<file path="config.mk">
export PLATFORM = sky130hd
export DESIGN_NAME = respRouter_flat
export DESIGN_NICKNAME = d
export VERILOG_FILES = /design/src/hdl/memPkg.sv /design/src/hdl/memRspIf.sv /design/src/hdl/respRouter.sv /design/src/flat_wrapper.sv
export SDC_FILE = /design/constraint.sdc
export NUM_CORES = 1
export LEC_CHECK = 0
export ABC_AREA = 1
export BUFFER_PORTS_ARGS = -buffer_cell sky130_fd_sc_hd__buf_4
export CAP_MARGIN = 30
export CORE_MARGIN = 5
export CORE_UTILIZATION = 44
export CTS_CLUSTER_DIAMETER = 30
export DETAILED_ROUTE_END_ITERATION = 8
export HOLD_SLACK_MARGIN = 0.12
export PLACE_DENSITY = 0.75
export REMOVE_ABC_BUFFERS = 1
export SLEW_MARGIN = 15
export SYNTH_ARGS = -nofsm -noshare
export SYNTH_HDL_FRONTEND = slang
export SYNTH_SLANG_ARGS = --single-unit
</file>
<file path="constraint.sdc">
create_clock -name clk -period 3.6 [get_ports clk]
set_input_delay 0.54 -clock clk [delete_from_list [all_inputs] [get_ports clk]]
set_output_delay 0.54 -clock clk [all_outputs]
set_load 0.1 [all_outputs]
</file>
<file path="src/hdl/memPkg.sv">
package memPkg;

    localparam int addrW = 16;

    typedef logic [31:0] wordT;
    typedef logic [7:0]  byteT;

    typedef enum logic [1:0] {
        kindFetch = 2'd0,
        kindLoad  = 2'd1,
        kindStore = 2'd2
    } accKindE;

    typedef enum logic [1:0] {
        lenOne  = 2'd0,
        lenTwo  = 2'd1,
        lenFour = 2'd2
    } accLenE;

    typedef enum logic {
        clientFetch = 1'b0,
        clientData  = 1'b1
    } clientE;

    // number of RAM bytes touched by one access
    function automatic logic [2:0] lenBytes(accLenE len);
        case (len)
            lenOne:  return 3'd1;
            lenTwo:  return 3'd2;
            default: return 3'd4;
        endcase
    endfunction

endpackage

</file>
<file path="src/hdl/memRspIf.sv">
`timescale 1ns/10ps

interface memRspIf import memPkg::*; ();
    logic   valid;
    logic   ready;
    clientE client;
    wordT   rdata;

    // sequencer offers, router accepts
    modport seq (
        output valid,
        output client,
        output rdata,
        input  ready
    );

    // ready depends on which slot the client maps to
    modport rtr (
        input  valid,
        input  client,
        input  rdata,
        output ready
    );

endinterface

</file>
<file path="src/hdl/respRouter.sv">
`timescale 1ns/10ps

module respRouter import memPkg::*; (
    input  logic clk,
    input  logic rst,
    memRspIf.rtr rsp,
    output logic instValid,
    input  logic instReady,
    output wordT inst,
    output logic loadValid,
    input  logic loadReady,
    output wordT loadData
);

    logic instFull;
    logic loadFull;
    logic takeInst;
    logic takeLoad;
    wordT instWord;
    wordT loadWord;

    // accept only into the named client's slot when it is empty
    assign rsp.ready = (rsp.client == clientFetch) ? !instFull : !loadFull;
    assign takeInst  = rsp.valid && rsp.ready && (rsp.client == clientFetch);
    assign takeLoad  = rsp.valid && rsp.ready && (rsp.client == clientData);

    assign instValid = instFull;
    assign inst      = instWord;
    assign loadValid = loadFull;
    assign loadData  = loadWord;

    always_ff @(posedge clk) begin
        if (rst) begin
            instFull <= 1'b0;
            loadFull <= 1'b0;
        end else begin
            if (instFull && instReady) begin
                instFull <= 1'b0;
            end else if (takeInst) begin
                instFull <= 1'b1;
            end
            if (loadFull && loadReady) begin
                loadFull <= 1'b0;
            end else if (takeLoad) begin
                loadFull <= 1'b1;
            end
        end
    end

    always_ff @(posedge clk) begin
        if (takeInst) begin
            instWord <= rsp.rdata;
        end
        if (takeLoad) begin
            loadWord <= rsp.rdata;
        end
    end

    assert property (@(posedge clk) disable iff (rst)
        loadValid && !loadReady |=> loadValid && $stable(loadData))
        else $error("load slot changed before handshake");

    // a waiting instruction stays put until the fetch side takes it
    assert property (@(posedge clk) disable iff (rst)
        instValid && !instReady |=> instValid && $stable(inst))
        else $error("instruction slot changed before handshake");

endmodule

</file>
<file path="src/flat_wrapper.sv">
// flat-port wrapper written by rule: the top's interface ports become plain ports
module respRouter_flat import memPkg::*;
  (clk, rst, instValid, instReady, inst, loadValid, loadReady, loadData, rsp_valid, rsp_client, rsp_rdata, rsp_ready);
  memRspIf rsp_i ();
  input  logic clk;
  input  logic rst;
  output logic instValid;
  input  logic instReady;
  output wordT inst;
  output logic loadValid;
  input  logic loadReady;
  output wordT loadData;
  input wire logic [$bits(rsp_i.valid)-1:0] rsp_valid;
  input wire logic [$bits(rsp_i.client)-1:0] rsp_client;
  input wire logic [$bits(rsp_i.rdata)-1:0] rsp_rdata;
  output wire logic [$bits(rsp_i.ready)-1:0] rsp_ready;
  assign rsp_i.valid = rsp_valid;
  assign rsp_i.client = rsp_client;
  assign rsp_i.rdata = rsp_rdata;
  assign rsp_ready = rsp_i.ready;
  respRouter u_core (.clk(clk), .rst(rst), .rsp(rsp_i), .instValid(instValid), .instReady(instReady), .inst(inst), .loadValid(loadValid), .loadReady(loadReady), .loadData(loadData));
endmodule
</file>
==> Yosys cells after proc, flatten, opt, wreduce, memory -nomap -nowiden <==
Cells that the tools add are included.
{ "op_classes": {"mux": 1, "n_bitwise": 1, "reduce_logical": 9} }
{ "op_table": {"columns": ["op", "count"], "rows": [
  ["1-bit logical AND", 5],
  ["2-bit OR reduction", 2],
  ["1-bit zero test", 2],
  ["1-bit two-way mux", 1],
  ["1-bit inverter", 1]
]} }
{ "word_totals": {"register_bits": 66, "inputBits": 38, "output_inout_bits": 67} }

==> Longest topological paths before layout <==
{ "logic_depth": {"word_depth": 4, "mapped_depth": 3, "mapped_depth_nobuf": 3} }

==> Worst setup path before layout <==
No wires, ideal clock.
{ "synth_path": {"path_type": "reg-to-reg", "startpoint": "register u_core.loadFull (netlist: u_core.loadValid)", "endpoint": "register u_core.loadWord[0] (netlist: u_core.loadData[0]), enable pin", "setup_ns": 0.461, "t_arrival_ns": 3.054, "required_ns": 3.139, "path_slack_ns": 0.085, "stages_incl_launch_ff": 2, "n_path_buf": 0, "cell_sequence": "dfxtp_1 nor3_1"} }
{ "synth_between": {"elab_chain_cells": 4} }
{ "synth_rtl": {"columns": ["element", "line_no", "text"], "rows": [
  ["start: declaration", "respRouter.sv:16", "logic loadFull;"],
  ["start signal: assignment", "respRouter.sv:35", "loadFull <= 1'b0;"],
  ["start signal: assignment", "respRouter.sv:43", "loadFull <= 1'b0;"],
  ["start signal: assignment", "respRouter.sv:45", "loadFull <= 1'b1;"],
  ["1-bit zero test", "respRouter.sv:23", "assign rsp.ready = (rsp.client == clientFetch) ? !instFull : !loadFull;"],
  ["1-bit two-way mux", "respRouter.sv:23", null],
  ["1-bit logical AND (2 in series)", "respRouter.sv:25", "assign takeLoad = rsp.valid && rsp.ready && (rsp.client == clientData);"],
  ["via u_core.takeLoad", "respRouter.sv:18", "logic takeLoad;"],
  ["end signal: assignment", "respRouter.sv:55", "loadWord <= rsp.rdata;"],
  ["end: declaration", "respRouter.sv:20", "wordT loadWord;"]
]} }
The timed path passes the listed nets, and every way through them passes these cells.
A chain may end at the register's enable or synchronous reset.

==> Worst setup path after layout <==
{ "layout_path": {"startpoint": "register u_core.instFull (netlist: u_core.instValid)", "endpoint": "output port rsp_ready"} }
{ "layout_between": {"elab_chain_cells": 2} }
{ "layout_rtl": {"columns": ["element", "line_no", "text"], "rows": [
  ["start: declaration", "respRouter.sv:15", "logic instFull;"],
  ["start signal: assignment", "respRouter.sv:34", "instFull <= 1'b0;"],
  ["start signal: assignment", "respRouter.sv:38", "instFull <= 1'b0;"],
  ["start signal: assignment", "respRouter.sv:40", "instFull <= 1'b1;"],
  ["1-bit zero test", "respRouter.sv:23", null],
  ["1-bit two-way mux", "respRouter.sv:23", null],
  ["end: declaration", "flat_wrapper.sv:16", "output wire logic [$bits(rsp_i.ready)-1:0] rsp_ready;"]
]} }
Every way passes these cells.

==> impl_results.md <==
- Fmax: 0.537 GHz
- Flop pwr share: 51.9%
- Arrival @ worst endpoint: 1.32 ns
- Global-route wire length before repair: 6740 um
- Syn avg cell area: 25.0 sq um
- Slew HR: 71.9%
- CTS Sinks: 66
- Final Util: 69.1%
- Top Ports: 105
- Commonest cells after routing, fill and taps aside: 107 x buf_4, 64 x edfxtp_1, 9 x clkbuf_8, 4 x nand2_1
- Final period util: 51.7%
- Starting Density: 45.9%
- DR WL/cell: 17.5 um
- Clk_skew: 0.00602 ns
- RSZ-0062 raised after global routing: no
- Largest net degree at the start of global routing: 33
- Via count: 1174
- Leakage: 1.25 nW
- Post-CTS Resized: 0
- Drt via density: 4.60
- PwrDens: 565 nW/um^2
- Count of final max-slew check failures: 0
- Switching portion of total power: 30.9%
- VDD IR-drop max: 0.000322 V
- CTS tree: yes
- Post-route minimum period: 1.86 ns
- Die Ht: 77.9 um
- Routed WL: 4460 um
- CTS HTree Levels: 3
- Die ar.: 6070 sq um
- Initial antenna violation count: 0
- Share of power burned in the clock network: 27.8%
- Root buf cell: clkbuf_8
- GRT Overall Usage: 14.9%
- Most common cell after layout, fill and taps aside: buf_4
- Ant. Diodes: 0
- CTS Buf Count: 9
- Status: completed
- Hold crit path type: in -> reg
- Number of setup buffers added after CTS: 0
- Synthesized cell area: 2030 sq um
- Core area: 4410 sq um
- Fin nets: 237
- Worst-Margin Slew: 0.422 ns
- Vias in the first global route: 1350
- Crit path setup slack, layout: 1.74 ns
- Startpoint Class: flip-flop
- Num rows: 24
- Worst EP required: 3.06 ns
- Worst hold slack: 0.403 ns
- Critical path class: reg -> out
- Max clock buf depth: 2
- Gate count after technology mapping: 81
- Crit path max fanout: 4
- Pre-CTS setup slack: 1.76 ns
- Residual DRC count: 0
- Hold_buf cts: 0
- Pre-antenna DRT Iters: 4
- Final hold violations: 0
- Setup TNS: 0 ns
- Area Overhead vs Synth: 50.5%
- Clock Latency Late Sink: 0.32 ns
- Grt ovf: 0
- Die width: 77.9 um
- Pint: 1.19 mW
- Antenna viol nets, final: 0
- Total power: 1.72 mW
- # Max-Cap Violations: 0
- PortBufs: 104
- Sequential area share after synthesis: 96.7%
- P_sw: 0.533 mW
- Initial drt markers: 56
- CP Capture Type: output port
- Fraction of layout instances using a drive strength above 1: 59.6%
- YS warnings: 0
- #FFs+latches synth: 66
- GP Congestion: 0.793
- Post-detail-place hpwl: 3300 um
- Setup violators final: 0
- Combinational share of power: 20.3%
- Yosys cell types: 10
- Clock Pin Slew Worst Setup and Hold Paths: 0.07 ns
[state kept, by name (all words and copies together) (netlist names)]
signal            flops
u_core.loadData      32
u_core.inst          32
u_core.loadValid      1
u_core.instValid      1
[Yosys cell counts, drive strengths merged]
library cell	instances	area, sq um
nor3	1	5.00
inv	3	11.3
o21ai	1	5.00
nand2	4	15.0
edfxtp	64	1920
nor2	3	13.8
or2	1	6.26
dfxtp	2	40.0
a21oi	2	10.0
[cell families after synthesis]
group | synth area share [%]
compound gates | 0.740
buf+inv | 0.555
flops | 96.7
simple gates | 1.97
[cell type report]
cell class	instances	area, sq um
repair buffers	107	803
clock inverters	5	22.5
multi-input cells	12	60.1
clock buffers	10	128
fillers	295	1360
inverters	3	11.3
flip-flops and latches	66	1960
well taps	52	65.1
[layer usage]
metal	up-vias	share of wire, %	track usage (%)
met1	551	33	14.7
met4	0	1.0	6.08
met5	-	0	0
met3	6	15	9.95
li1	551	-	-
met2	66	50	24.6
[critical path: stages (launching register included)]
cell     delay [ns]
dfxtp_1        0.33
or2_1          0.26
o21ai_0        0.09
buf_4          0.32
[power groups by stage]
| stage | clock network, mW | registers [mW] | logic (mW) |
|---|---|---|---|
| 2_1_floorplan | 0 | 1.14 | 0.0243 |
| 3_3_place_gp | 0 | 0.909 | 0.347 |
| 3_5_place_dp | 0 | 0.911 | 0.352 |
| 4_1_cts | 0.491 | 0.895 | 0.352 |
| 5_1_grt | 0.527 | 0.897 | 0.360 |
| 6_report | 0.480 | 0.894 | 0.350 |
[stage by stage]
| stage | area [sq um] | std cells |
|---|---|---|
| final | 3050 | 255 |
| after global routing | 3050 | 255 |
| after CTS | 3050 | 255 |
| after detailed placement | 2900 | 240 |
| after global placement | 2900 | 240 |
| after floorplan | 2030 | 81 |
[path summary, 6_finish.rpt]
kind	slack [ns]	end	start	depth (start not counted)
worst max-delay path	1.74	rsp_ready	u_core.instValid	3
worst min-delay path	0.40	u_core.loadData[21]	rsp_rdata[21]	1
worst max register to register	2.19	u_core.inst[28]	u_core.instValid	3
worst min register to register	0.56	u_core.instValid	u_core.instValid	2
Power figures use the tool's default switching activity.
