## src/hdl/memPkg.sv

```systemverilog
package memPkg;

    localparam int addrW = 16;

    typedef logic [31:0] wordT;
    typedef logic [7:0]  byteT;

    typedef enum logic [1:0] {
        kindFetch = 2'd0,
        kindLoad  = 2'd1,
        kindStore = 2'd2
    } accKindE;

    typedef enum logic [1:0] {
        lenOne  = 2'd0,
        lenTwo  = 2'd1,
        lenFour = 2'd2
    } accLenE;

    typedef enum logic {
        clientFetch = 1'b0,
        clientData  = 1'b1
    } clientE;

    // number of RAM bytes touched by one access
    function automatic logic [2:0] lenBytes(accLenE len);
        case (len)
            lenOne:  return 3'd1;
            lenTwo:  return 3'd2;
            default: return 3'd4;
        endcase
    endfunction

endpackage

```

## src/hdl/memReqIf.sv

```systemverilog
`timescale 1ns/10ps

interface memReqIf import memPkg::*; #(
    parameter int addrW = memPkg::addrW
);
    logic             valid;
    logic             ready;
    accKindE          kind;
    logic [addrW-1:0] addr;
    accLenE           len;
    wordT             wdata;

    // arbiter side
    modport arb (
        output valid,
        output kind,
        output addr,
        output len,
        output wdata,
        input  ready
    );

    modport seq (
        input  valid,
        input  kind,
        input  addr,
        input  len,
        input  wdata,
        output ready
    );

endinterface

```

## src/hdl/reqArbiter.sv

```systemverilog
`timescale 1ns/10ps

module reqArbiter import memPkg::*; #(
    parameter int addrW = memPkg::addrW
) (
    input  logic             clk,
    input  logic             rst,
    input  logic             fetchValid,
    output logic             fetchReady,
    input  logic [addrW-1:0] fetchAddr,
    input  logic             dataValid,
    output logic             dataReady,
    input  accKindE          dataKind,
    input  logic [addrW-1:0] dataAddr,
    input  accLenE           dataLen,
    input  wordT             dataWdata,
    memReqIf.arb             req
);

    logic held;
    logic heldData;
    logic pickData;

    // data first, unless a grant is still waiting for its transfer
    assign pickData = held ? heldData : dataValid;

    assign req.valid = pickData ? dataValid : fetchValid;
    assign req.kind  = pickData ? dataKind : kindFetch;
    assign req.addr  = pickData ? dataAddr : fetchAddr;
    assign req.len   = pickData ? dataLen : lenFour;
    assign req.wdata = pickData ? dataWdata : '0;

    assign dataReady  = req.ready && pickData;
    assign fetchReady = req.ready && !pickData;

    always_ff @(posedge clk) begin
        if (rst) begin
            held <= 1'b0;
        end else begin
            held <= req.valid && !req.ready;
        end
    end

    always_ff @(posedge clk) begin
        heldData <= pickData;
    end

    // clients must keep their request up and unchanged until taken
    assert property (@(posedge clk) disable iff (rst)
        req.valid && !req.ready |=>
            req.valid && $stable({req.kind, req.addr, req.len, req.wdata}))
        else $error("request changed before the sequencer took it");

endmodule

```

## src/flat_wrapper.sv

```systemverilog
// flat-port wrapper written by rule: the top's interface ports become plain ports
module reqArbiter_flat import memPkg::*;
#(
    parameter int addrW = memPkg::addrW
)
  (clk, rst, fetchValid, fetchReady, fetchAddr, dataValid, dataReady, dataKind, dataAddr, dataLen, dataWdata, req_valid, req_kind, req_addr, req_len, req_wdata, req_ready);
  memReqIf #(.addrW(addrW)) req_i ();
  input  logic clk;
  input  logic rst;
  input  logic fetchValid;
  output logic fetchReady;
  input  logic [addrW-1:0] fetchAddr;
  input  logic dataValid;
  output logic dataReady;
  input  accKindE dataKind;
  input  logic [addrW-1:0] dataAddr;
  input  accLenE dataLen;
  input  wordT dataWdata;
  output wire logic [$bits(req_i.valid)-1:0] req_valid;
  output wire logic [$bits(req_i.kind)-1:0] req_kind;
  output wire logic [$bits(req_i.addr)-1:0] req_addr;
  output wire logic [$bits(req_i.len)-1:0] req_len;
  output wire logic [$bits(req_i.wdata)-1:0] req_wdata;
  input wire logic [$bits(req_i.ready)-1:0] req_ready;
  assign req_valid = req_i.valid;
  assign req_kind = req_i.kind;
  assign req_addr = req_i.addr;
  assign req_len = req_i.len;
  assign req_wdata = req_i.wdata;
  assign req_i.ready = req_ready;
  reqArbiter #(.addrW(addrW)) u_core (.clk(clk), .rst(rst), .fetchValid(fetchValid), .fetchReady(fetchReady), .fetchAddr(fetchAddr), .dataValid(dataValid), .dataReady(dataReady), .dataKind(dataKind), .dataAddr(dataAddr), .dataLen(dataLen), .dataWdata(dataWdata), .req(req_i));
endmodule
```

## config.mk

```make
export PLATFORM = sky130hd
export DESIGN_NAME = reqArbiter_flat
export DESIGN_NICKNAME = d
export VERILOG_FILES = /design/src/hdl/memPkg.sv /design/src/hdl/memReqIf.sv /design/src/hdl/reqArbiter.sv /design/src/flat_wrapper.sv
export SDC_FILE = /design/constraint.sdc
export NUM_CORES = 1
export LEC_CHECK = 0
export BUFFER_PORTS_ARGS = -buffer_cell sky130_fd_sc_hd__buf_2
export CELL_PAD_IN_SITES_DETAIL_PLACEMENT = 1
export CELL_PAD_IN_SITES_GLOBAL_PLACEMENT = 2
export CORE_AREA = 3 3 70 98
export CTS_CLUSTER_DIAMETER = 80
export DETAILED_ROUTE_END_ITERATION = 6
export DIE_AREA = 0 0 73 101
export PLACE_DENSITY_LB_ADDON = 0.1
export SLEW_MARGIN = 30
export SYNTH_ARGS = -nofsm -noshare
export SYNTH_HDL_FRONTEND = slang
export SYNTH_SLANG_ARGS = --single-unit
```

## constraint.sdc

```tcl
create_clock -name clk -period 2.4 [get_ports clk]
set_input_delay 0.12 -clock clk [delete_from_list [all_inputs] [get_ports clk]]
set_output_delay 0.12 -clock clk [all_outputs]
set_load 0.02 [all_outputs]
```

Yosys cells after proc, flatten, opt, wreduce, memory -nomap -nowiden
Cells that the tools add are included.
Word-level totals
  RAM bits: 0
  bits in latches: 0
  word-level logic and storage cells: 13
  bits in read-only memories: 0
  input port bits: 73
  output and inout port bits: 55
  bits in registers: 2
  memories kept: 0
Cells by class
  magnitude comparators: 0
  reductions and logical operators: 5
  multiply operators: 0
  bitwise gates (word level): 0
  shift operators: 0
  equal/unequal tests: 0
  divide/modulo/power cells: 0
  muxes and demuxes: 6
  $add $sub $neg: 0
Operator list (count)
  $mux W32: 1
  $mux W16: 1
  $mux W2: 2
  $logic_and A1 B1 Y1: 3
  $logic_not A1 Y1: 2
  $mux W1: 2

Longest topological paths before layout
  word-level depth: 3
  depth in mapped cells: 3
  depth with buffers taken out: 3

Worst setup path before layout
No wires, ideal clock.
  path kind: register to output
  start: reg u_core.held
  end: out req_addr[10]
  buffers on the path: 1
  stages on the path, launching flop included: 4
  slack: 0.975 ns
  required time: 2.280 ns
  arrival time: 1.305 ns
  cells stage by stage: dfxtp_1 -> mux2i_4 -> buf_6 -> mux2_4
Between the ends
  longest elaborated chain between the ends: 2
RTL lines
  start: declaration: line reqArbiter.sv:20  | logic held;
  start signal: assignment: line reqArbiter.sv:40  | held <= req.valid && !req.ready;
  $mux W1: line reqArbiter.sv:25  | assign pickData = held ? heldData : dataValid;
  $mux W16: line reqArbiter.sv:29  | assign req.addr = pickData ? dataAddr : fetchAddr;
  end: declaration: line flat_wrapper.sv:21  | output wire logic [$bits(req_i.addr)-1:0] req_addr;
No other way between the ends.

Worst setup path after layout
  start: reg u_core.held
  end: out req_addr[2]
Same word-level chain as after synthesis.

==> impl_metrics.xml <==
<?xml version="1.0" encoding="UTF-8"?>
<metrics>
  <group name="floorplanning">
    <metric name="coreArea" unit="mm^2">0.00617</metric>
    <metric name="die-area" unit="mm^2">0.00737</metric>
    <metric name="floorplan.initialDensity" unit="%">9.61</metric>
    <metric name="chipWidth" unit="um">73</metric>
    <metric name="die_h" unit="um">101</metric>
    <metric name="placementRows" unit="">34</metric>
    <metric name="io_count" unit="">128</metric>
  </group>
  <group name="yosys">
    <metric name="synth.yosys.warnings" unit="">0</metric>
    <metric name="postSynthCellCount" unit="">69</metric>
    <metric name="synth_seq_cells" unit="">2</metric>
    <metric name="mappedNetlistArea" unit="um^2">593</metric>
    <metric name="syn_nets" unit="">142</metric>
    <metric name="netlist-cell-type-count" unit="">15</metric>
    <metric name="synth-seq-area-share" unit="%">6.75</metric>
    <metric name="avgSynthCellArea" unit="um^2">8.60</metric>
  </group>
  <group name="clock_network">
    <metric name="numClockSinks" unit="">2</metric>
    <metric name="post_cts_setup_buffer_count" unit="">0</metric>
    <metric name="clock_insertion_delay_worst_skew" unit="ns">0.21</metric>
    <metric name="cts_inserted_buffers" unit="">3</metric>
    <metric name="cts.clk_slew.worst_paths" unit="ns">0.03</metric>
    <metric name="cts_root_cell" unit="">sky130_fd_sc_hd__clkbuf_8</metric>
    <metric name="cts_hold_buffers" unit="">0</metric>
    <metric name="cts_repair_resize_count" unit="">0</metric>
    <metric name="cts_max_level" unit="">1</metric>
    <metric name="clk_path_buf_depth" unit="">2</metric>
    <metric name="tritoncts" unit="">done</metric>
  </group>
  <group name="sta">
    <metric name="fin_tns_setup" unit="ns">0</metric>
    <metric name="final_period_minus_worst_setup_slack" unit="ns">1.97</metric>
    <metric name="report.final.setup_viol" unit="">0</metric>
    <metric name="slew_headroom" unit="%">66.5</metric>
    <metric name="rsz_0062_raised_after_global_routing" unit="">false</metric>
    <metric name="tightest_slew" unit="ns">0.492</metric>
    <metric name="holdWs" unit="ns">0.0883</metric>
    <metric name="fmaxAchievable" unit="MHz">508</metric>
    <metric name="maxSlewViolCount" unit="">0</metric>
    <metric name="min_period_over_period" unit="%">82.0</metric>
    <metric name="number_of_endpoints_with_negative_hold_slack_in_the_final_report" unit="">0</metric>
    <metric name="final.setup_skew" unit="ns">0.000777</metric>
  </group>
  <group name="grt">
    <metric name="first_pass_grt_wire_length" unit="um">4840</metric>
    <metric name="grt_antenna_before_repair" unit="">0</metric>
    <metric name="gr-total-overflow" unit="">0</metric>
    <metric name="maximum_number_of_pins_on_one_net_before_global_route_repair" unit="">23</metric>
    <metric name="total_routing_usage_reported_by_global_routing" unit="%">8.19</metric>
    <metric name="first_global_vias" unit="">1050</metric>
  </group>
  <group name="cells_and_area">
    <metric name="post_route_cells_drive_above_1_share" unit="%">76.3</metric>
    <metric name="highest_count_cells_in_the_layout_ignoring_fill_and_taps" unit="">sky130_fd_sc_hd__buf_2 (127), sky130_fd_sc_hd__nor2b_1 (36), sky130_fd_sc_hd__mux2_4 (11)</metric>
    <metric name="finish.net_count" unit="">273</metric>
    <metric name="layout.cells.most_common" unit="">sky130_fd_sc_hd__buf_2</metric>
    <metric name="syn_to_final_growth" unit="%">130</metric>
    <metric name="post-route-util" unit="%">22.1</metric>
    <metric name="num_antenna_cells" unit="">0</metric>
    <metric name="fill_cells" unit="">773</metric>
    <metric name="fin_cells" unit="">270</metric>
  </group>
  <group name="setup_path">
    <metric name="worst_setup_path_end_kind" unit="">output pin</metric>
    <metric name="regToRegEndpoint" unit="">u_core.heldData</metric>
    <metric name="classification_of_the_worst_setup_path" unit="">reg -&gt; out</metric>
    <metric name="critical_path_required" unit="ns">2.28</metric>
    <metric name="worst-path-max-fanout" unit="">14</metric>
    <metric name="worst_setup_path_endpoint" unit="">req_addr[2]</metric>
    <metric name="worstRegToRegCells" unit="">3</metric>
    <metric name="timing.critical_path.from_type" unit="">register</metric>
    <metric name="worstReg2RegStart" unit="">u_core.held</metric>
    <metric name="crit_path_start" unit="">u_core.held</metric>
    <metric name="r2r_setup_slack" unit="ns">1.10</metric>
    <metric name="worst-endpoint-arrival" unit="ns">1.85</metric>
  </group>
  <group name="detailed_routing">
    <metric name="initialDrtViolationCount" unit="">10</metric>
    <metric name="route.detailed.drc" unit="">0</metric>
    <metric name="detailed_route_vias_per_instance" unit="">3.65</metric>
    <metric name="routedWlPerCell" unit="um">12.5</metric>
    <metric name="detailed_route_via_count" unit="">986</metric>
    <metric name="routed_wl" unit="um">3370</metric>
    <metric name="antenna_left" unit="">0</metric>
    <metric name="drt_pass_1_iters" unit="">4</metric>
  </group>
  <group name="power">
    <metric name="design_power_total" unit="mW">0.506</metric>
    <metric name="total_leakage_power" unit="nW">0.803</metric>
    <metric name="vdd_drop_max" unit="V">0.000147</metric>
    <metric name="power_per_cell_area" unit="mW/mm^2">370</metric>
  </group>
  <group name="min_path">
    <metric name="worstHoldPathType" unit="">in -&gt; reg</metric>
  </group>
  <group name="place">
    <metric name="gp_routability_congestion" unit="">0.670</metric>
    <metric name="hpwlAfterDp" unit="um">3140</metric>
    <metric name="io_buf_count" unit="">127</metric>
    <metric name="place.detailed.instances" unit="">267</metric>
  </group>
  <group name="job">
    <metric name="maximum_capacitance_violations" unit="">0</metric>
  </group>
  <group name="status">
    <metric name="status" unit="">finished clean</metric>
  </group>
</metrics>
-- stage by stage --
stage                     worst slack [ns]  area [um^2]
final                                0.432         1370
after detailed placement             0.595         1320
after CTS                            0.362         1370
after global placement               0.662         1320
after floorplan                      0.975          593
after global routing                 0.282         1370
-- sequential cells by signal, summed over array words and instances (netlist names) --
name and count:
u_core.held 1, u_core.heldData 1
-- cells by family (layout without fill, tap and decap cells) --
kind of cell	Yosys count	in the layout	share of synthesized area [%]
DFF	2	2	6.75
AOI/OAI and AO/OA	1	1	0.843
buffers and inverters	6	135	6.96
and+or+nand+nor	43	43	44.3
muxes	17	17	41.1
-- worst max-delay path: stages (launching register included) --
cell                      delay [ns]
sky130_fd_sc_hd__dfxtp_1        0.39
sky130_fd_sc_hd__mux2i_4        0.51
sky130_fd_sc_hd__buf_4          0.24
sky130_fd_sc_hd__mux2_2         0.33
sky130_fd_sc_hd__buf_2          0.16
-- worst min path at each step --
| stage | start | endpoint | slack, ns | cells past startpoint |
|---|---|---|---|---|
| after floorplan | req_ready | u_core.held | 0.20 | 1 |
| after global placement | rst | u_core.held | 0.30 | 2 |
| after detailed placement | rst | u_core.held | 0.31 | 2 |
| after CTS | rst | u_core.held | 0.09 | 2 |
| after global routing | rst | u_core.held | 0.10 | 2 |
| final | rst | u_core.held | 0.09 | 2 |
-- report_power, final --
part / leakage, nW / switching (mW) / internal [mW] / total (mW)
sequential: 0.0167 / 0.00297 / 0.0360 / 0.0390
clock: 0.0216 / 0.0259 / 0.106 / 0.132
combinational: 0.764 / 0.178 / 0.156 / 0.335
-- cell usage after synthesis, drive strengths merged --
library cell	instances	area, um^2
nor4	1	6.26
or2	1	6.26
inv	1	3.75
mux2i	1	22.5
buf	5	37.5
a21oi	1	5.00
nor2	2	7.51
nand2	1	3.75
and2	1	6.26
dfxtp	2	40.0
mux2	16	221
nor2b	36	225
or2b	1	7.51
-- cell type report --
class / count / area (um^2) / share of cell area, %
flip-flops and latches: 2 / 40.0 / 2.93
well taps: 72 / 90.1 / 6.60
multi-input cells: 61 / 512 / 37.5
repair buffers: 131 / 678 / 49.7
clock buffers: 3 / 41.3 / 3.02
inverters: 1 / 3.75 / 0.275
-- metal layers --
layer | vias up | GRT usage [%] | routed length [um]
li1 | 480 | - | -
met1 | 432 | 6.67 | 943
met2 | 68 | 17.0 | 1960
met3 | 6 | 2.79 | 396
met4 | 0 | 2.84 | 74
met5 | - | 0 | 0
No activity file was read; power rests on OpenSTA's default activity.
