<file path="src/hdl/memPkg.sv">
package memPkg;

    localparam int addrW = 16;

    typedef logic [31:0] wordT;
    typedef logic [7:0]  byteT;

    typedef enum logic [1:0] {
        kindFetch = 2'd0,
        kindLoad  = 2'd1,
        kindStore = 2'd2
    } accKindE;

    typedef enum logic [1:0] {
        lenOne  = 2'd0,
        lenTwo  = 2'd1,
        lenFour = 2'd2
    } accLenE;

    typedef enum logic {
        clientFetch = 1'b0,
        clientData  = 1'b1
    } clientE;

    // number of RAM bytes touched by one access
    function automatic logic [2:0] lenBytes(accLenE len);
        case (len)
            lenOne:  return 3'd1;
            lenTwo:  return 3'd2;
            default: return 3'd4;
        endcase
    endfunction

endpackage

</file>
<file path="src/hdl/memReqIf.sv">
`timescale 1ns/10ps

interface memReqIf import memPkg::*; #(
    parameter int addrW = memPkg::addrW
);
    logic             valid;
    logic             ready;
    accKindE          kind;
    logic [addrW-1:0] addr;
    accLenE           len;
    wordT             wdata;

    // arbiter side
    modport arb (
        output valid,
        output kind,
        output addr,
        output len,
        output wdata,
        input  ready
    );

    modport seq (
        input  valid,
        input  kind,
        input  addr,
        input  len,
        input  wdata,
        output ready
    );

endinterface

</file>
<file path="src/hdl/memRspIf.sv">
`timescale 1ns/10ps

interface memRspIf import memPkg::*; ();
    logic   valid;
    logic   ready;
    clientE client;
    wordT   rdata;

    // sequencer offers, router accepts
    modport seq (
        output valid,
        output client,
        output rdata,
        input  ready
    );

    // ready depends on which slot the client maps to
    modport rtr (
        input  valid,
        input  client,
        input  rdata,
        output ready
    );

endinterface

</file>
<file path="src/hdl/byteSequencer.sv">
`timescale 1ns/10ps

module byteSequencer import memPkg::*; #(
    parameter int addrW = memPkg::addrW
) (
    input  logic             clk,
    input  logic             rst,
    input  logic             stall,
    memReqIf.seq             req,
    memRspIf.seq             rsp,
    output logic             ramEn,
    output logic             ramWe,
    output logic [addrW-1:0] ramAddr,
    output byteT             ramWdata,
    input  byteT             ramRdata
);

    logic             reqRdy;
    logic             busy;
    logic [2:0]       cnt;
    logic             rdValid;
    logic [1:0]       rdIdx;
    logic             reqTake;
    logic             isStore;
    logic             lastWrite;

    accKindE          capKind;
    logic [addrW-1:0] capAddr;
    logic [2:0]       capBytes;
    wordT             shWord;
    wordT             asmWord;
    wordT             lastByte;

    assign reqTake   = req.valid && reqRdy;
    assign req.ready = reqRdy;
    assign isStore   = capKind == kindStore;

    // one byte per cycle until the length is used up
    assign ramEn     = busy && (cnt < capBytes) && !stall;
    assign ramWe     = ramEn && isStore;
    assign ramAddr   = capAddr + addrW'(cnt);
    assign ramWdata  = shWord[7:0];
    assign lastWrite = ramWe && (cnt == capBytes - 3'd1);

    // byte coming back from the RAM this cycle, at its little-endian slot
    assign lastByte = rdValid ? ({24'h0, ramRdata} << {rdIdx, 3'b000}) : '0;

    // store acks with its last write, loads once the last byte is back
    assign rsp.valid  = busy && ((cnt == capBytes) || lastWrite);
    assign rsp.client = (capKind == kindFetch) ? clientFetch : clientData;
    assign rsp.rdata  = asmWord | lastByte;

    always_ff @(posedge clk) begin
        if (rst) begin
            reqRdy  <= 1'b0;
            busy    <= 1'b0;
            cnt     <= '0;
            rdValid <= 1'b0;
        end else begin
            rdValid <= ramEn && !ramWe;
            if (reqTake) begin
                reqRdy <= 1'b0;
                busy   <= 1'b1;
                cnt    <= '0;
            end else begin
                if (ramEn) begin
                    cnt <= cnt + 3'd1;
                end
                if (rsp.valid && rsp.ready) begin
                    busy   <= 1'b0;
                    reqRdy <= 1'b1;
                end else if (!busy) begin
                    reqRdy <= 1'b1;
                end
            end
        end
    end

    always_ff @(posedge clk) begin
        if (reqTake) begin
            capKind  <= req.kind;
            capAddr  <= req.addr;
            capBytes <= lenBytes(req.len);
            shWord   <= req.wdata;
            // short loads come out zero-extended
            asmWord  <= '0;
        end else begin
            if (ramWe) begin
                shWord <= shWord >> 8;
            end
            if (rdValid) begin
                asmWord[8*rdIdx +: 8] <= ramRdata;
            end
        end
        rdIdx <= cnt[1:0];
    end

    // never a write while a read byte is on its way back
    assert property (@(posedge clk) disable iff (rst)
        ramWe |-> !rdValid)
        else $error("RAM write while a read byte was returning");

    assert property (@(posedge clk) disable iff (rst)
        busy |-> cnt <= capBytes)
        else $error("byte counter ran past the access length");

endmodule

</file>
<file path="src/flat_wrapper.sv">
// flat-port wrapper written by rule: the top's interface ports become plain ports
module byteSequencer_flat import memPkg::*;
#(
    parameter int addrW = memPkg::addrW
)
  (clk, rst, stall, ramEn, ramWe, ramAddr, ramWdata, ramRdata, req_valid, req_kind, req_addr, req_len, req_wdata, req_ready, rsp_valid, rsp_client, rsp_rdata, rsp_ready);
  memReqIf #(.addrW(addrW)) req_i ();
  memRspIf rsp_i ();
  input  logic clk;
  input  logic rst;
  input  logic stall;
  output logic ramEn;
  output logic ramWe;
  output logic [addrW-1:0] ramAddr;
  output byteT ramWdata;
  input  byteT ramRdata;
  input wire logic [$bits(req_i.valid)-1:0] req_valid;
  input wire logic [$bits(req_i.kind)-1:0] req_kind;
  input wire logic [$bits(req_i.addr)-1:0] req_addr;
  input wire logic [$bits(req_i.len)-1:0] req_len;
  input wire logic [$bits(req_i.wdata)-1:0] req_wdata;
  output wire logic [$bits(req_i.ready)-1:0] req_ready;
  output wire logic [$bits(rsp_i.valid)-1:0] rsp_valid;
  output wire logic [$bits(rsp_i.client)-1:0] rsp_client;
  output wire logic [$bits(rsp_i.rdata)-1:0] rsp_rdata;
  input wire logic [$bits(rsp_i.ready)-1:0] rsp_ready;
  assign req_i.valid = req_valid;
  assign req_i.kind = req_kind;
  assign req_i.addr = req_addr;
  assign req_i.len = req_len;
  assign req_i.wdata = req_wdata;
  assign req_ready = req_i.ready;
  assign rsp_valid = rsp_i.valid;
  assign rsp_client = rsp_i.client;
  assign rsp_rdata = rsp_i.rdata;
  assign rsp_i.ready = rsp_ready;
  byteSequencer #(.addrW(addrW)) u_core (.clk(clk), .rst(rst), .stall(stall), .req(req_i), .rsp(rsp_i), .ramEn(ramEn), .ramWe(ramWe), .ramAddr(ramAddr), .ramWdata(ramWdata), .ramRdata(ramRdata));
endmodule
</file>
<file path="config.mk">
export PLATFORM = sky130hd
export DESIGN_NAME = byteSequencer_flat
export DESIGN_NICKNAME = d
export VERILOG_FILES = /design/src/hdl/memPkg.sv /design/src/hdl/memReqIf.sv /design/src/hdl/memRspIf.sv /design/src/hdl/byteSequencer.sv /design/src/flat_wrapper.sv
export SDC_FILE = /design/constraint.sdc
export NUM_CORES = 1
export LEC_CHECK = 0
export BUFFER_PORTS_ARGS = -buffer_cell sky130_fd_sc_hd__buf_2
export CORE_ASPECT_RATIO = 0.9
export CORE_MARGIN = 2
export CORE_UTILIZATION = 47
export CTS_CLUSTER_DIAMETER = 150
export CTS_CLUSTER_SIZE = 16
export DETAILED_ROUTE_END_ITERATION = 10
export PLACE_DENSITY = 0.76
export SYNTH_ARGS = -nofsm -noshare
export SYNTH_HDL_FRONTEND = slang
export SYNTH_SLANG_ARGS = --single-unit
</file>
<file path="constraint.sdc">
create_clock -name clk -period 4 [get_ports clk]
set_input_delay 0.4 -clock clk [delete_from_list [all_inputs] [get_ports clk]]
set_output_delay 0.4 -clock clk [all_outputs]
set_load 0.01 [all_outputs]
</file>
Word-level counts from Yosys, hierarchy flattened --
Cells that the tools add are included.
Operators by class: multiplexer cells 10, equal/unequal tests 5, bitwise operators 1, add/subtract/negate cells 4, $lt $le $gt $ge 1, reductions and logical operators 16, shift operators 3
Operator list (count):
- 2-to-1 mux 32 bit | 3
- negation 5 -> 34 bit | 1
- variable shift 8 x 34 -> 32 bit, first input constant | 1
- indexed part select 8 x 34 -> 32 bit | 1
- bitwise mux 32 bit | 1
- OR 32 bit | 1
- << shifter 8 x 5 -> 32 bit | 1
- adder 16 x 3 -> 16 bit | 1
- logical AND 1 bit | 8
- equality test 3 bit | 2
- case mux 3 bit (2 select lines) | 1
- 2-to-1 mux 1 bit | 5
- zero test 2 bit | 2
- nonzero test 2 bit | 2
- adder 3 x 1 -> 3 bit, second input constant | 1
- less-than comparator 3 bit | 1
- subtractor 3 x 1 -> 3 bit, second input constant | 1
- equality test 2 x 1 -> 1 bit, second input constant | 1
- equality test 2 bit, second input constant | 1
- zero test 1 bit | 2
- inequality test 2 bit, second input constant | 1
- OR reduction 2 bit | 1
- logical OR 1 bit | 1
Word-level totals: logic and storage cells 50, register bits 93, output and inout port bits 61, input bits 65

Depth between registers and ports, before layout --
Gate-level depths: netlist of run 1.
depth in word-level cells 10, mapped depth 8, gate-level depth less buffers 7

Worst setup path after synthesis of run 1 --
Ideal clock, no wire load.
path type reg2reg, start reg u_core.cnt[1], end reg u_core.shWord[0], enable pin, buffers on the path 0, required time 3.534 ns, clock period less this slack 4.020 ns, arrival time 3.554 ns, library setup time 0.466 ns, stages on the path, launching flop included 6, setup slack -0.020 ns, cells stage by stage dfxtp_1 -> ha_1 -> nor2b_4 -> o21ai_0 -> nand2_1 -> o21ai_0
On the way: cells in the longest elaborated chain, start to end 5
RTL lines:
- start: declaration | RTL line byteSequencer.sv:20 | logic [2:0] cnt;
- start signal: assignment | RTL line byteSequencer.sv:67 | cnt <= cnt + 3'd1;
- less-than comparator 3 bit | RTL line byteSequencer.sv:39 | assign ramEn = busy && (cnt < capBytes) && !stall;
- logical AND 1 bit (2 in series) | RTL line byteSequencer.sv:39
- logical AND 1 bit | RTL line byteSequencer.sv:40 | assign ramWe = ramEn && isStore;
- nonzero test 2 bit (no source line)
- end signal: assignment | RTL line byteSequencer.sv:84 | shWord <= req.wdata;
- end signal: assignment | RTL line byteSequencer.sv:89 | shWord <= shWord >> 8;
- end: declaration | RTL line byteSequencer.sv:30 | wordT shWord;
Every way passes these cells. A chain may end at the register's enable or synchronous reset.

Worst setup path in the final report of run 1 --
start reg u_core.cnt[1], end reg u_core.shWord[1], enable pin
The elaborated chain is that of the path after synthesis.

==> results.py, run 1 <==
metrics = {
    "synth": {
        "post_synth_instance_area_um2": 4330,
        "synth_top_cell_area_share_pct": 36.8,
        "synth-edff-count": 53,
        "synth_seq_cells": 93,
        "netlist_top_cells_count": "83 x nand2_1, 53 x edfxtp_1, 40 x dfxtp_1",
        "yosysUniqueCellTypes": 43,
        "synth.largest_area_cell": "edfxtp_1",
        "synthArstFlopShare_pct": 0,
        "synth_top_flop_cell": "edfxtp_1",
        "synth.area.top_cells": "edfxtp_1 37%, dfxtp_1 18%, nand2_1 7.2%",
        "yosysMostFrequentCell": "nand2_1",
        "synthesized_nets": 498,
        "yosysSeqAreaShare_pct": 55.3,
        "synth.yosys.warnings": 0,
        "synthCells": 419,
        "syn-mean-instance-area_um2": 10.3,
    },
    "sta": {
        "setup_tns_final_ps": 0,
        "period_needed_ps": 2680,
        "rsz0062_at_grt": "no",
        "headroom_to_the_max_slew_limit_pct": 19.4,
        "min_period_over_period_pct": 66.9,
        "top_achievable_clock_speed_ghz": 0.374,
        "setup_viol": 0,
        "report.final.hold_viol_count": 0,
        "worst-slew-pin-transition_ps": 1210,
        "finalClockSkew_ps": 9.55,
        "timing_max_transition_violations_final": 0,
    },
    "clocking": {
        "clock_tree_from_tritoncts": "done",
        "hold_buffers": 0,
        "total_clock_buffers_created_by_cts": 9,
        "ctsRootBufferMaster": "clkbuf_8",
        "clk_pin_slew_worst_paths_ps": 90,
        "clkSinkCount": 93,
        "cts_setup_buffers": 0,
        "clock_insertion_delay_worst_skew_ps": 350,
        "cts_h_tree_depth": 3,
        "postCtsResizedCells": 0,
        "cts.path.max_buffers": 2,
    },
    "floorplanning": {
        "core-area_um2": 9040,
        "die-area_um2": 10000,
        "design.portCount": 126,
        "die-width_um": 105,
        "initial_core_util_pct": 47.9,
        "rows": 33,
        "die_y_um": 95.1,
    },
    "setup_path": {
        "worstPathBufferInverterCount": 0,
        "crit_required_ps": 3970,
        "start_kind": "flip-flop",
        "cpPeakStageDelay_ps": 800,
        "endpoint_kind": "flip-flop",
        "crit_path_top_delay_cell": "o21ai_4",
        "arrival_ps": 2650,
        "cp_top_family": "compound AO/OA/AOI/OAI gates",
        "worstPathMaxFanout": 32,
        "worstPathCellList": "ha_1, nor2b_4, o21ai_0, nand2_1, o21ai_4",
        "crit_type": "flip-flop to flip-flop",
    },
    "routing": {
        "num_vias": 3420,
        "route.detailed.wl_per_inst_um": 13.9,
        "detailedRoute.firstPassIterationCount": 4,
        "detailedRoute.firstIterationViolations": 248,
        "drc_errors": 0,
        "wirelength_um": 9170,
        "post_drt_via_cell_ratio": 5.20,
        "ant_nets": 0,
    },
    "grt": {
        "grt_pass1_wl_um": 14500,
        "grt.overflow.total": 0,
        "track_usage_pct": 18.3,
        "grt_antenna_before_repair": 0,
        "grt_max_degree": 44,
        "global_route.usage.met1_pct": 25.4,
        "grt.busiest_layer": "met2",
        "grtUsageMet2_pct": 28.4,
        "grt_pass1_vias": 3068,
        "global_route.usage.met3_pct": 5.47,
    },
    "cells_and_area": {
        "filler_cell_count": 787,
        "final_layout_size_suffix_gt1_share_pct": 31.0,
        "utilization_after_layout_pct": 57.1,
        "num-nets-final": 610,
        "layoutNonFillerInstCount": 658,
        "area_growth_syn_to_fin_pct": 19.4,
        "diodes": 0,
        "design_area_um2": 5170,
    },
    "placed_design": {
        "placed_cells_incl_taps": 642,
        "buffer_ports.inserted": 125,
        "detailed_place.area_um2": 5000,
        "gp_congestion": 0.833,
        "place_hpwl_um": 6570,
    },
    "power": {
        "design_power_total_mw": 1.90,
        "p_leak_nw": 2.45,
        "power.density_cell_area_nw_per_um2": 367,
        "max-vdd-ir-drop_uv": 268,
    },
    "status": {
        "result_of_the_run": "finished, final reports clean",
    },
    "job": {
        "cap_viol_max_count": 0,
    },
    "worst_hold_path": {
        "min_path_type": "input port to flip-flop",
    },
}
[registers in the layout (all words and copies together), names as in the netlist]
| register | flops |
|---|---|
| u_core.asmWord | 32 |
| u_core.shWord | 32 |
| u_core.capAddr | 16 |
| u_core.capBytes | 3 |
| u_core.cnt | 3 |
| u_core.capKind | 2 |
| u_core.rdIdx | 2 |
| u_core.busy | 1 |
| u_core.rdValid | 1 |
| u_core.req.ready | 1 |
[through the flow]
stage | setup WS, ps | hold slack [ps]
after global routing | 1070 | 189
after CTS | 1270 | 203
final | 1320 | 226
after global placement | 1440 | 405
after floorplan | 845 | 380
after detailed placement | 1330 | 409
[layout by cell type (no fill, tap or decap), drive strengths merged]
master	n
nand3	9
o21a	1
ha	13
nor3	2
nor2b	13
and2	2
nor3b	1
edfxtp	53
and3	10
nor2	38
clkbuf	11
nand2b	2
and4	1
a41o	1
a21boi	1
o211a	1
or2	1
clkinvlp	2
inv	16
a21o	17
or4	1
a32oi	16
dfxtp	40
xor2	3
o21bai	1
o31ai	1
fa	1
a31oi	1
nand4	4
a22oi	16
a31o	16
buf	128
clkinv	3
xnor2	14
nand2	85
o21ai	6
a21oi	5
[final timing paths]
| kind | startpoint | to | slack (ps) | cells after the start |
|---|---|---|---|---|
| worst min-delay path | req_addr[8] | u_core.capAddr[8] | 230 | 1 |
| worst max-delay path | u_core.cnt[1] | u_core.shWord[1] | 1320 | 5 |
| worst max register to register | u_core.cnt[1] | u_core.shWord[1] | 1320 | 5 |
| worst min register to register | u_core.cnt[0] | u_core.rdIdx[0] | 420 | 0 |
[cell families after synthesis]
family	Yosys count	synth area share (%)
compound gates	83	14.8
xor+xnor	17	3.44
fa+ha+maj	14	4.22
buf+inv	43	4.68
flops	93	55.3
simple gates	169	17.6
[metal layers]
layer	wire length [µm]	vias up
met4	76	0
met5	0	-
met2	4420	102
met1	4180	1610
li1	-	1700
met3	493	8
[cell type report]
type	count	area, µm²	share of cell area [%]
flip-flops and latches	93	2390	46.3
multi-input cells	283	1750	33.8
repair buffers	128	648	12.5
well taps	122	153	2.95
clock buffers	11	131	2.54
inverters	16	60.1	1.16
clock inverters	5	37.5	0.726
[report_power, final]
group / switching, mW / internal [mW] / leakage [nW]
Combinational: 0.150 / 0.0984 / 1.55
Clock: 0.319 / 0.228 / 0.0795
Sequential: 0.0260 / 1.08 / 0.819
Total: 0.495 / 1.40 / 2.45
No activity file was read; power rests on OpenSTA's default activity.
==> inputs of run 2 (changes only) <==
Settings changed: ABC_AREA set to 1.
Clock period 4 ns to 2.23 ns, I/O delays scaled along.
==> run 2 against run 1 <==
The run now ends with setup timing left; count of clock-buffer cells in the layout is the same; register-to-register slack lost 930 ps; cell area grew 9.5%; clock power grew 120%; clock skew grew 8.7 ps; routed wire length grew 12%; die area grew 4.0%; critical path type is now flip-flop to output port; critical path depth grew 4; area after synthesis grew 4.2%; sequential cell count is the same; worst setup slack lost 1400 ps; combinational power grew 56%.
==> results.py, run 2 <==
metrics = {
    "status": {
        "result_of_the_run": "finished with violations",
        "violated_checks": "setup timing",
    },
    "routing": {
        "route.detailed.wl_per_inst_um": 13.5,
        "drc_errors": 0,
        "detailedRoute.firstPassIterationCount": 5,
        "ant_nets": 0,
        "post_drt_via_cell_ratio": 4.95,
        "detailedRoute.firstIterationViolations": 175,
        "num_vias": 3782,
        "wirelength_um": 10300,
    },
    "placed_design": {
        "detailed_place.area_um2": 5250,
        "placed_cells_incl_taps": 735,
        "place_hpwl_um": 7040,
        "buffer_ports.inserted": 125,
        "gp_congestion": 0.781,
    },
    "synth": {
        "synth.largest_area_cell": "edfxtp_1",
        "synth-edff-count": 53,
        "synth.yosys.warnings": 0,
        "netlist_top_cells_count": "185 x nand2_1, 53 x edfxtp_1, 51 x inv_1",
        "syn-mean-instance-area_um2": 8.97,
        "synth_top_flop_cell": "edfxtp_1",
        "yosysUniqueCellTypes": 32,
        "synth_top_cell_area_share_pct": 35.3,
        "yosysSeqAreaShare_pct": 53.0,
        "yosysMostFrequentCell": "nand2_1",
        "synthCells": 503,
        "synthArstFlopShare_pct": 0,
        "synthesized_nets": 582,
        "synth_seq_cells": 93,
        "synth.area.top_cells": "edfxtp_1 35%, dfxtp_1 18%, nand2_1 15%",
        "post_synth_instance_area_um2": 4510,
    },
    "setup_path": {
        "timing.rr.start": "u_core.cnt[1]",
        "start_kind": "flip-flop",
        "ff2ff_path_depth": 7,
        "worst_case_register_to_register_setup_slack_ps": 390,
        "worstPathMaxFanout": 4,
        "crit_required_ps": 2010,
        "crit_type": "flip-flop to output port",
        "endpoint_kind": "output port",
        "arrival_ps": 2110,
        "worst_r2r_endpoint": "u_core.shWord[1]",
    },
    "grt": {
        "grt.overflow.total": 0,
        "grt_pass1_wl_um": 16400,
        "global_route.usage.met1_pct": 25.3,
        "grt_max_degree": 39,
        "grt.busiest_layer": "met2",
        "track_usage_pct": 19.4,
        "grt_pass1_vias": 3612,
        "grt_antenna_before_repair": 0,
        "global_route.usage.met3_pct": 4.65,
        "grtUsageMet2_pct": 31.5,
    },
    "cells_and_area": {
        "largest_registers": "u_core.asmWord x32, u_core.shWord x32, u_core.capAddr x16",
        "num-nets-final": 716,
        "final_common_cell": "nand2_1",
        "area_growth_syn_to_fin_pct": 25.5,
        "layoutNonFillerInstCount": 764,
        "final_cell_mix": "183 x nand2_1, 125 x buf_2, 53 x edfxtp_1",
        "diodes": 0,
        "final_layout_size_suffix_gt1_share_pct": 30.4,
        "design_area_um2": 5660,
    },
    "clocking": {
        "clk_pin_slew_worst_paths_ps": 100,
        "cts_h_tree_depth": 3,
        "ctsRootBufferMaster": "clkbuf_8",
        "cts.path.max_buffers": 2,
        "hold_buffers": 0,
        "clock_insertion_delay_worst_skew_ps": 360,
        "total_clock_buffers_created_by_cts": 9,
        "clkSinkCount": 93,
        "clock_tree_from_tritoncts": "done",
    },
    "floorplanning": {
        "rows": 33,
        "die-area_um2": 10400,
        "die-width_um": 107,
        "die_y_um": 97.0,
        "design.portCount": 126,
        "core-area_um2": 9210,
        "initial_core_util_pct": 49.0,
    },
    "sta": {
        "finalClockSkew_ps": 18.3,
        "period_needed_ps": 2330,
        "rsz0062_at_grt": "yes",
        "headroom_to_the_max_slew_limit_pct": 55.9,
        "worst-slew-pin-transition_ps": 660,
        "setup_viol": 6,
        "min_period_over_period_pct": 105,
        "layout_setup_ws_ps": -103,
        "timing_max_transition_violations_final": 0,
        "top_achievable_clock_speed_ghz": 0.429,
        "report.final.hold_viol_count": 0,
    },
    "worst_hold_path": {
        "min-delay-start": "req_addr[11]",
        "hold_path_depth": 1,
        "min_path_type": "input port to flip-flop",
        "whs_endpoint": "u_core.capAddr[11]",
    },
    "job": {
        "cap_viol_max_count": 0,
    },
    "power": {
        "max-vdd-ir-drop_uv": 319,
        "power.density_cell_area_nw_per_um2": 626,
        "p_leak_nw": 2.66,
        "design_power_total_mw": 3.55,
    },
}
-- run 2: changes by cell type after synthesis, moves of 7 or more --
cell      change
nand2_1     +102
a32oi_1      -16
a22oi_1      -16
a21o_1       -17
a21oi_1      +31
xnor2_1       -9
nor2_1       -21
xor2_1        +7
and3_1       -10
a31o_2       -16
inv_1        +36
o21bai_1     +31
nor2b_1      -12
-- run 2: where the power goes --
part	internal [mW]	leakage, nW	total, mW	switching [mW]
clock network	0.637	0.100	1.23	0.595
registers	1.89	0.819	1.93	0.0315
logic	0.156	1.74	0.387	0.231
total	2.69	2.66	3.55	0.858
-- run 2: timing repair --
action	4_1_cts	5_1_grt
endpoints found under the setup margin	10	13
resized for setup	12	11
setup buffers	4	9
pin swaps	1	5
-- run 2: worst max-delay path by stage --
| stage | start | endpoint | depth (start not counted) |
|---|---|---|---|
| 6_report | u_core.cnt[0] | ramAddr[6] | 9 |
| 5_1_grt | u_core.capAddr[0] | ramAddr[14] | 8 |
| 2_1_floorplan | u_core.capBytes[2] | u_core.shWord[0] | 5 |
| 3_3_place_gp | u_core.cnt[0] | ramAddr[14] | 8 |
| 3_5_place_dp | u_core.cnt[0] | ramAddr[14] | 8 |
| 4_1_cts | u_core.capAddr[0] | ramAddr[14] | 8 |
-- run 2: layer usage --
| layer | wire length, µm | up-vias |
|---|---|---|
| met5 | 0 | - |
| li1 | - | 1873 |
| met2 | 5190 | 132 |
| met1 | 4260 | 1758 |
| met4 | 184 | 0 |
| met3 | 677 | 19 |
-- run 2: layout make-up --
type / count / area (µm²)
clock buffers: 11 / 131
clock inverters: 5 / 83.8
fillers: 777 / 3550
inverters: 55 / 206
multi-input cells: 333 / 1880
flip-flops and latches: 93 / 2390
well taps: 122 / 153
repair buffers: 145 / 808
-- run 2: cell families after synthesis --
kind of cell    after synthesis  share of synthesized area (%)
compound gates               74                           10.5
flops                        93                           53.0
xor+xnor                     15                           2.91
fa+ha+maj                    14                           4.05
simple gates                230                           22.1
buf+inv                      77                           7.35
-- run 2: worst max-delay path: stages (launching register included) --
cell	delay [ps]
dfxtp_2	370
ha_2	200
inv_2	50
fa_2	370
o22ai_4	170
buf_4	150
buf_6	100
nand3_4	60
xnor2_2	150
buf_2	150
-- run 2: per-stage QoR --
stage / hold slack (ps) / setup TNS, ps / setup slack (ps) / util (%)
floorplan: 292 / 0 / 0.457 / -
global route: 16.6 / -1200 / -202 / 61.5
finish: 38.4 / -446 / -103 / 61.5
CTS: 26.5 / -52.7 / -52.7 / 60.2
global placement: 380 / 0 / 204 / 57.0
detailed placement: 390 / 0 / 109 / 57.0
